--- src/fifo_pkg.sv ---
package fifo_pkg;

   ////////////////////
   // Block buffer geometry
   ////////////////////

   // 16:12 page, 11:0 block in page, 2:0 slot
   typedef logic [16:0] block_ptr_t;
   typedef logic [2:0]  slot_t;
   typedef logic [5:0]  word_index_t;
   typedef logic [8:0]  buffer_addr_t;   // {slot, word index}

   localparam int slot_count      = 8;
   localparam int words_per_block = 64;
   localparam int block_window    = 6;   // Blocks in flight or unread

   // Pointer field inside a PIO data word
   localparam int ptr_field_lsb = 9;
   localparam int ptr_field_msb = 25;

endpackage

--- src/pcie_pkg.sv ---
package pcie_pkg;

   ////////////////////
   // PCIe-facing widths
   ////////////////////

   typedef logic [63:0] data_t;        // PIO, completion and FIFO word
   typedef logic [63:0] pcie_addr_t;
   typedef logic [7:0]  tag_t;         // Channel in 7:3, slot in 2:0
   typedef logic [12:0] pio_addr_t;    // Word address
   typedef logic [42:0] page_base_t;   // 2 MB aligned page base

   // PIO register map
   localparam logic [7:0] pio_page_table_block = 8'd2;   // Matched against addr 12:5
   localparam pio_addr_t  pio_stop_addr        = 13'd16;
   localparam pio_addr_t  pio_int_addr         = 13'd17;

   typedef struct packed {
      logic        valid;
      tag_t        tag;
      logic [5:0]  index;   // Word within the block
      data_t       data;
   } completion_t;

   typedef struct packed {
      logic      valid;
      pio_addr_t addr;
      data_t     data;
   } pio_write_t;

endpackage

--- src/read_request_engine.sv ---
`timescale 1ns/1ns

module read_request_engine
   import pcie_pkg::*;
   import fifo_pkg::*;
#(
   parameter logic [4:0] channel = 5'd0
)
(
   input  logic       clock,
   input  logic       reset,
   input  page_base_t page_base,
   input  block_ptr_t stop_ptr,
   input  block_ptr_t read_ptr,
   input  logic       rr_ready,
   output logic       rr_valid,
   output pcie_addr_t rr_addr,
   output tag_t       rr_tag,
   output block_ptr_t request_ptr
);

   slot_t request_slot;
   slot_t read_slot;
   slot_t window_edge;
   logic  window_open;
   logic  more_blocks;

   assign request_slot = request_ptr[2:0];
   assign read_slot    = read_ptr[2:0];

   // Ring holds block_window blocks ahead of the consumer
   assign window_edge = request_slot + slot_t'(slot_count - block_window);
   assign window_open = (window_edge != read_slot);
   assign more_blocks = (request_ptr != stop_ptr);

   // Level request, dropped in the accept cycle
   assign rr_valid = !rr_ready && window_open && more_blocks;

   // 512-byte block inside a 2 MB page
   assign rr_addr = {page_base, request_ptr[11:0], 9'd0};
   assign rr_tag  = {channel, request_slot};   // Completion names its slot

   always_ff @(posedge clock)
   begin
      if (reset)
         request_ptr <= '0;
      else if (rr_ready)
         request_ptr <= request_ptr + 17'd1;
   end

endmodule

--- config.mk ---
export PLATFORM = sky130hd
export DESIGN_NAME = read_request_engine
export DESIGN_NICKNAME = d
export VERILOG_FILES = /design/src/fifo_pkg.sv /design/src/pcie_pkg.sv /design/src/read_request_engine.sv
export SDC_FILE = /design/constraint.sdc
export NUM_CORES = 1
export LEC_CHECK = 0
export BUFFER_PORTS_ARGS = -buffer_cell sky130_fd_sc_hd__buf_2
export CAP_MARGIN = 20
export CORE_MARGIN = 5
export CORE_UTILIZATION = 35
export DETAILED_ROUTE_END_ITERATION = 8
export PLACE_DENSITY_LB_ADDON = 0.2
export SYNTH_ARGS = -nofsm -noshare
export SYNTH_HDL_FRONTEND = slang
export SYNTH_SLANG_ARGS = --single-unit
--- constraint.sdc ---
create_clock -name clock -period 2.1 [get_ports clock]
set_input_delay 0.42 -clock clock [delete_from_list [all_inputs] [get_ports clock]]
set_output_delay 0.42 -clock clock [all_outputs]
set_load 0.02 [all_outputs]
==> impl_metrics.ini <==
[yosys]
async_flop_share = 0
ys_warn_count = 0
ys_ff_latch = 17
synth.top_cell.area_share = 0.348
synth_area_leader_cell = buf_4
yosysMostFrequentCell = buf_4
synth_edf_count = 0
synthTopCellsByArea = buf_4 35%, dfxtp_1 22%, xnor2_1 14%
synth-main-ff-cell = dfxtp_1
synth_common_cells = 72 x buf_4, 25 x xnor2_1, 19 x nor2_1
syn_inst = 189
syn_area_um2 = 1550
syn_area_per_cell_um2 = 8.21
seq_area_frac_synth = 0.219
ys_types = 25

[place]
port_buffers = 55
gp_congestion = 0.769
pre_cts_slack_ns = 0.304
place_area_um2 = 1440
dp_hpwl_um = 2610

[detailed_routing]
ant_nets = 0
drt_first_pass_iters = 4
wl_per_cell_um = 13.2
drc = 0
route.vias.total = 1042
viasPerCell = 4.27
drtIter0Drc = 40
wl_um = 3210

[global_route]
antenna_found_initial = 0
grt_pass1_vias = 1000
grt_pass1_wl_um = 5130
grt_max_degree = 20
grt-ovfl-total = 0
grt_use_total = 0.107

[floorplan]
start_util = 0.359
die_area_um2 = 5860
die_y_um = 76.6
rows = 24
coreArea_um2 = 4320
io_pins = 170
die_w_um = 76.6

[final_layout]
largest_register_ffs = 17
post-route-util = 0.348
syn_to_final_growth_pct = -3.06
drive_gt1_frac = 0.385
layout.nets = 275
largest-register = request_ptr
finalInstanceArea_um2 = 1500
reg_top3 = request_ptr (17)
diodes = 0

[timing]
setup_viol = 0
max_freq_mhz = 514
fin_crit_ns = 1.95
fin_crit_sh = 0.927
fin_ws_ns = 0.154
drv_slew = 0
fin_tns_setup_ns = 0
hold_viol = 0
rsz0062_at_grt = false
skew_ns = 0.00382

[power_and_ir_drop]
netSwitchingFraction = 0.289
leakage_nw = 0.707
peakVddDrop_uv = 278
comb_power_share = 0.201
power.density_nw_per_um2 = 484
p_clk_frac = 0.346
power.internal_w = 0.000518
p_switching_w = 0.000210
total_power_w = 0.000728
seq_power_share = 0.453

[setup_path]
slowest_stage = dfxtp_2
critPathKind = register to primary output
cpPeakStageDelay_ns = 0.34
end_kind = primary output
worstSetupStartpointType = register
crit_path_cell_trace = ha_1 > xor2_1 > nor3_1 > a211oi_1 > buf_2
crit_path_max_fanout = 4
required_ns = 1.68
cp.arrival_ns = 1.53

[flow_run]
max-cap-violations = 0

[clock_tree]
clock_latency_ns = 0.25
clkTransAtPathRegs_ns = 0.07
htreeDepth = 1
cts_tree = built
clkSinkCount = 17
ctsHoldBuffers = 0
cts_made_buffers = 3
cts_max_path_buffers = 2
post-cts-setup-buffers = 0
cts-root-buf = clkbuf_8

[worst_hold_path]
hp-class = register to register

[outcome]
status = completed
per-stage QoR:
stage	instances	hold WS (ns)
4_1_cts	244	0.522
2_1_floorplan	202	0.626
5_1_grt	244	0.542
3_5_place_dp	240	0.554
6_report	244	0.526
3_3_place_gp	240	0.545
path summary, 6_finish.rpt:
| kind | endpoint | start | depth (start not counted) | slack, ns |
|---|---|---|---|---|
| max | rr_valid | request_ptr[1] | 5 | 0.15 |
| min reg2reg | request_ptr[1] | request_ptr[1] | 2 | 0.53 |
| min | request_ptr[1] | request_ptr[1] | 2 | 0.53 |
| max reg2reg | request_ptr[16] | request_ptr[1] | 5 | 0.53 |
cells in the final DEF, fill, tap and decap left out, types with 2 or more instances in the layout:
| master | count |
|---|---|
| buf_2 | 55 |
| xnor2_1 | 24 |
| nor2_1 | 19 |
| dfxtp_1 | 16 |
| conb_1 | 14 |
| nand4_1 | 9 |
| buf_4 | 9 |
| xor2_1 | 8 |
| nor3_1 | 5 |
| nand2_1 | 5 |
| nand3_1 | 3 |
| clkbuf_8 | 3 |
| nor3_2 | 2 |
| inv_1 | 2 |
| nor2b_1 | 2 |
| mux2_1 | 2 |
| nor4_2 | 2 |
| ha_1 | 2 |
critical path, delay by kind of cell (launching register included):
family,cells,cell delay (ns)
buf+inv,1,0.20
simple gates,1,0.07
flops,1,0.34
xor+xnor,1,0.15
compound gates,1,0.20
fa+ha+maj,1,0.32
repair_timing:
item / in CTS / in global routing
endpoints found under the hold margin: 0 / 0
resized for setup: 0 / 4
endpoints found under the setup margin: 0 / 1
routing by layer:
metal | track usage | wire length [um] | vias up
met5 | 0 | 0 | -
met4 | 0.0245 | 29 | 0
met3 | 0.0532 | 366 | 8
met2 | 0.180 | 1550 | 53
met1 | 0.121 | 1260 | 453
li1 | - | - | 528
power by group through the flow:
stage	logic (W)	registers, W	clock network [W]
global placement	0.000143	0.000337	0
global route	0.000161	0.000330	0.000283
CTS	0.000144	0.000329	0.000267
finish	0.000146	0.000330	0.000252
floorplan	0.000234	0.000345	0
detailed placement	0.000144	0.000337	0
cells by family after synthesis:
group,share of synthesized area
multiplexers,0.0210
AND/OR/NAND/NOR,0.173
flip-flops,0.219
adder cells (fa/ha/maj),0.0161
AO/OA/AOI/OAI,0.0113
other,0.00242
buffers and inverters,0.371
XOR/XNOR,0.186
final cells by class:
| cell class | instances | area [um2] |
|---|---|---|
| fillers | 495 | 2820 |
| multi-input cells | 105 | 702 |
| repair buffers | 64 | 343 |
| flip-flops and latches | 17 | 342 |
| well taps | 52 | 65.1 |
| clock buffers | 4 | 45.0 |
| inverters | 2 | 7.51 |
No activity file was read; power rests on OpenSTA's default activity.
