<file path="config.mk">
export PLATFORM = sky130hd
export DESIGN_NAME = fifo_read_port
export DESIGN_NICKNAME = d
export VERILOG_FILES = /design/src/fifo_pkg.sv /design/src/fifo_read_port.sv
export SDC_FILE = /design/constraint.sdc
export NUM_CORES = 1
export LEC_CHECK = 0
export BUFFER_PORTS_ARGS = -buffer_cell sky130_fd_sc_hd__buf_2
export CAP_MARGIN = 10
export CORE_MARGIN = 2
export CORE_UTILIZATION = 25
export CTS_CLUSTER_DIAMETER = 100
export DETAILED_ROUTE_END_ITERATION = 8
export PLACE_DENSITY = 0.43
export SLEW_MARGIN = 20
export SYNTH_ARGS = -nofsm -noshare
export SYNTH_HDL_FRONTEND = slang
export SYNTH_SLANG_ARGS = --single-unit
export TNS_END_PERCENT = 20
</file>
<file path="constraint.sdc">
create_clock -name fifo_clock -period 1.2 [get_ports fifo_clock]
set_input_delay 0.12 -clock fifo_clock [delete_from_list [all_inputs] [get_ports fifo_clock]]
set_output_delay 0.12 -clock fifo_clock [all_outputs]
set_load 0.05 [all_outputs]
</file>
<file path="src/fifo_pkg.sv">
package fifo_pkg;

   ////////////////////
   // Block buffer geometry
   ////////////////////

   // 16:12 page, 11:0 block in page, 2:0 slot
   typedef logic [16:0] block_ptr_t;
   typedef logic [2:0]  slot_t;
   typedef logic [5:0]  word_index_t;
   typedef logic [8:0]  buffer_addr_t;   // {slot, word index}

   localparam int slot_count      = 8;
   localparam int words_per_block = 64;
   localparam int block_window    = 6;   // Blocks in flight or unread

   // Pointer field inside a PIO data word
   localparam int ptr_field_lsb = 9;
   localparam int ptr_field_msb = 25;

endpackage

</file>
<file path="src/fifo_read_port.sv">
`timescale 1ns/1ns

module fifo_read_port
   import fifo_pkg::*;
(
   input  logic         fifo_clock,
   input  logic         reset_fclk,
   input  logic         fifo_read,
   input  slot_t        write_slot_fclk,
   output buffer_addr_t read_addr,
   output logic         fifo_read_valid
);

   buffer_addr_t fill_limit;
   logic         read_ok;
   logic         read_ok_q;

   // Released data ends at the start of the write slot
   assign fill_limit = {write_slot_fclk, word_index_t'(0)};
   assign read_ok    = fifo_read && (read_addr != fill_limit);

   // Bit 6 of read_addr toggles at every block boundary
   always_ff @(posedge fifo_clock)
   begin
      if (reset_fclk)
      begin
         read_addr       <= '0;
         read_ok_q       <= 1'b0;
         fifo_read_valid <= 1'b0;
      end
      else
      begin
         if (read_ok)
            read_addr <= read_addr + 9'd1;
         read_ok_q       <= read_ok;     // RAM output register
         fifo_read_valid <= read_ok_q;   // Data register
      end
   end

endmodule

</file>
==> key figures <==
Status
  – Status: finished clean

STA
  – Minimum clock period: 1.19 ns
  – Relative slew slack: 0.826
  – Skew final: 0.00766 ns
  – Max-slew violations: 0
  – Post-Route Hold Slack: 0.182 ns
  – Fmax: 841 MHz
  – Final hold vios: 0
  – Final Cycle Share: 0.991
  – Setup violations, final: 0
  – RSZ-0062 raised after global routing: true
  – Worst Tran Pin Value: 0.259 ns
  – PnR worst setup slack: 0.0104 ns

Power
  – Worst VDD drop: 0.553 mV
  – Leak Pwr: 0.000315 uW
  – PD cells: 1290 nW/um2

Setup path
  – Critical Path RT: 1.40 ns
  – WP buf/inv: 1
  – Critical path capture point type: flip-flop
  – WP data arrival: 1.39 ns
  – CP max stage cell: dfxtp_4
  – CP max FO: 7
  – Crit Path Category: reg2reg
  – Top cell family by delay on the critical path: flip-flops
  – CP Cell Sequence: inv_2 -> ha_4 -> and2_4 -> a211o_1 -> a21oi_2
  – Critical Path Max Stage Delay: 0.39 ns
  – Crit path launch type: flip-flop

Finish
  – Proportion of layout cells with a drive suffix above 1: 0.557
  – Synthesis-to-layout area growth: 43.5%
  – Non-Filler Instances: 116
  – Layout filler cell count: 236
  – Antenna cell count: 0
  – Final instance area: 810 um2
  – Final core occ: 0.373
  – Fin nets: 97

Clock network
  – Clock Path Buffers: 2
  – Hold buffers post-CTS: 0
  – Max H-tree Level: 1
  – Clock Latency Late Sink: 0.26 ns
  – Root Driver: clkbuf_4
  – TritonCTS sink count: 11
  – CTS Buf Count: 3
  – Worst-path clk slew: 0.08 ns
  – CTS tree: built

Yosys
  – Post-synth EDFFs: 0
  – Register area share after synthesis: 0.390
  – Syn_nets: 72
  – Synthesis Warnings: 0
  – Synthesized cell area: 564 um2
  – Async SR Flop Fraction: 0
  – Synth cell types: 30
  – Dominant cell type by area after synthesis: dfxtp_1
  – Post-synthesis cell count: 64
  – Synth area leaders: dfxtp_1, xnor2_1, ha_1
  – Synth Register Bits: 11
  – Mean Syn Cell Area: 8.82 um2
  – Synth top area share: 0.390
  – Top_reg_cell synth: dfxtp_1

Global routing
  – First-pass GRT wire length: 2210 um
  – Grt total ovfl: 0
  – Initial antenna violation count: 0
  – Largest net degree at the start of global routing: 12
  – Vias in the first global route: 535
  – Total Routing Usage GR: 0.113

Floorplanning
  – Die ar.: 2650 um2
  – Die Span Y: 51.5 um
  – Die Span X: 51.5 um
  – CORE AREA: 2170 um2
  – Initial Util: 0.260
  – Row Count: 17
  – # IOs: 16

Drt
  – Via density: 4.73
  – First drt pass iteration count: 4
  – Drt drc: 0
  – Post-Route WL: 1340 um
  – Post-DR wirelength/cell: 11.6 um
  – Via count: 549
  – DR iter-0 viols: 9
  – Antenna-violating nets left: 0

Place
  – Placed cells: 110
  – Dpl ws: -0.000401 ns
  – Dpl hpwl: 935 um
  – Gpl congestion: 0.723
  – IO buf count: 15
  – Placed Area: 728 um2

Worst hold path
  – HP Class: in2reg

Job
  – Max_cap viols: 0
## logic make-up (layout without fill, tap and decap cells)
logic type / Yosys count / in the layout / synth area share
AO/OA/AOI/OAI: 11 / 11 / 0.142
XOR/XNOR: 7 / 7 / 0.109
adder cells (fa/ha/maj): 2 / 2 / 0.0443
buffers and inverters: 6 / 30 / 0.0554
flip-flops: 11 / 11 / 0.390
AND/OR/NAND/NOR: 27 / 27 / 0.259
## path summary, 6_finish.rpt
path,cells past startpoint,slack (ns),startpoint,end
min reg2reg,1,0.44,read_ok_q,fifo_read_valid
max reg2reg,5,0.01,read_addr[0],read_addr[2]
min,3,0.18,reset_fclk,read_addr[2]
max,5,0.01,read_addr[0],read_addr[2]
## layout make-up
type | instances | area (um2) | area share
Clock buffer | 4 | 26.3 | 0.0325
Inverter | 3 | 13.8 | 0.0170
Multi-Input combinational cell | 47 | 363 | 0.448
Sequential cell | 11 | 236 | 0.292
Tap cell | 28 | 35.0 | 0.0433
Timing Repair Buffer | 23 | 135 | 0.167
## registers in the layout, summed over array words and instances, names as in the netlist
register and flops:
read_addr 9, fifo_read_valid 1, read_ok_q 1
## where the power goes
| group | internal, uW | leakage (uW) | switching [uW] |
|---|---|---|---|
| clock | 128 | 0.0000150 | 130 |
| sequential | 401 | 0.0000943 | 38.4 |
| combinational | 144 | 0.000206 | 207 |
| total | 673 | 0.000315 | 375 |
## worst reg2reg max path, delay by kind of cell (launching register included)
| kind | cells | cell delay, ns |
|---|---|---|
| simple gates | 1 | 0.15 |
| compound gates | 2 | 0.39 |
| flops | 1 | 0.39 |
| buf+inv | 1 | 0.05 |
| fa+ha+maj | 1 | 0.14 |
## stage by stage
| step | setup TNS, ns | total power [uW] |
|---|---|---|
| after floorplan | -0.738 | 690 |
| after global placement | 0 | 730 |
| after detailed placement | -0.000401 | 728 |
| after CTS | -0.0262 | 997 |
| after global routing | -0.162 | 1120 |
| final | 0 | 1050 |
## cells in the mapped netlist, types with 2 or more instances
cell,instances
a21oi_1,2
dfxtp_1,11
ha_1,2
inv_1,3
nand2_1,5
nand3_1,4
nand4_1,3
nor2_1,4
nor3_1,2
o21ai_0,2
or3_1,2
xnor2_1,5
xor2_1,2
## per-layer routing
layer | global-route usage | up-vias | part of all wire | wire length, um
met5 | 0 | - | 0 | 0
met4 | 0.0526 | 0 | 0.0089 | 12
met2 | 0.192 | 16 | 0.47 | 625
met3 | 0.0259 | 2 | 0.054 | 73
li1 | - | 279 | - | -
met1 | 0.134 | 252 | 0.47 | 631
## cells in the final DEF, fill, tap and decap left out
cell and instances:
a211o_1 1, a21oi_1 2, a21oi_2 1, a31oi_1 1
a41oi_2 1, and2_4 1, and3_1 1, and3_4 1
buf_2 15, buf_4 8, clkbuf_1 1, clkbuf_4 3
dfxtp_1 2, dfxtp_2 7, dfxtp_4 2, ha_2 1
ha_4 1, inv_1 1, inv_2 1, inv_4 1
nand2_1 5, nand2b_1 1, nand3_1 1, nand3_2 3
nand4_1 3, nor2_1 4, nor2b_1 1, nor3_2 2
nor4_1 1, o211ai_1 1, o21ai_0 2, o221ai_1 1
o32a_2 1, or3_1 2, or3b_1 1, xnor2_1 5
xor2_1 2
## what timing repair did
item                       in CTS  in global routing
cloned                          0                  0
resized for setup               1                  7
setup endpoints to repair       3                  9
pin swaps                       0                  1
hold endpoints to repair        0                  0
setup buffers                   0                  2
(Power assumes the default switching activity.)
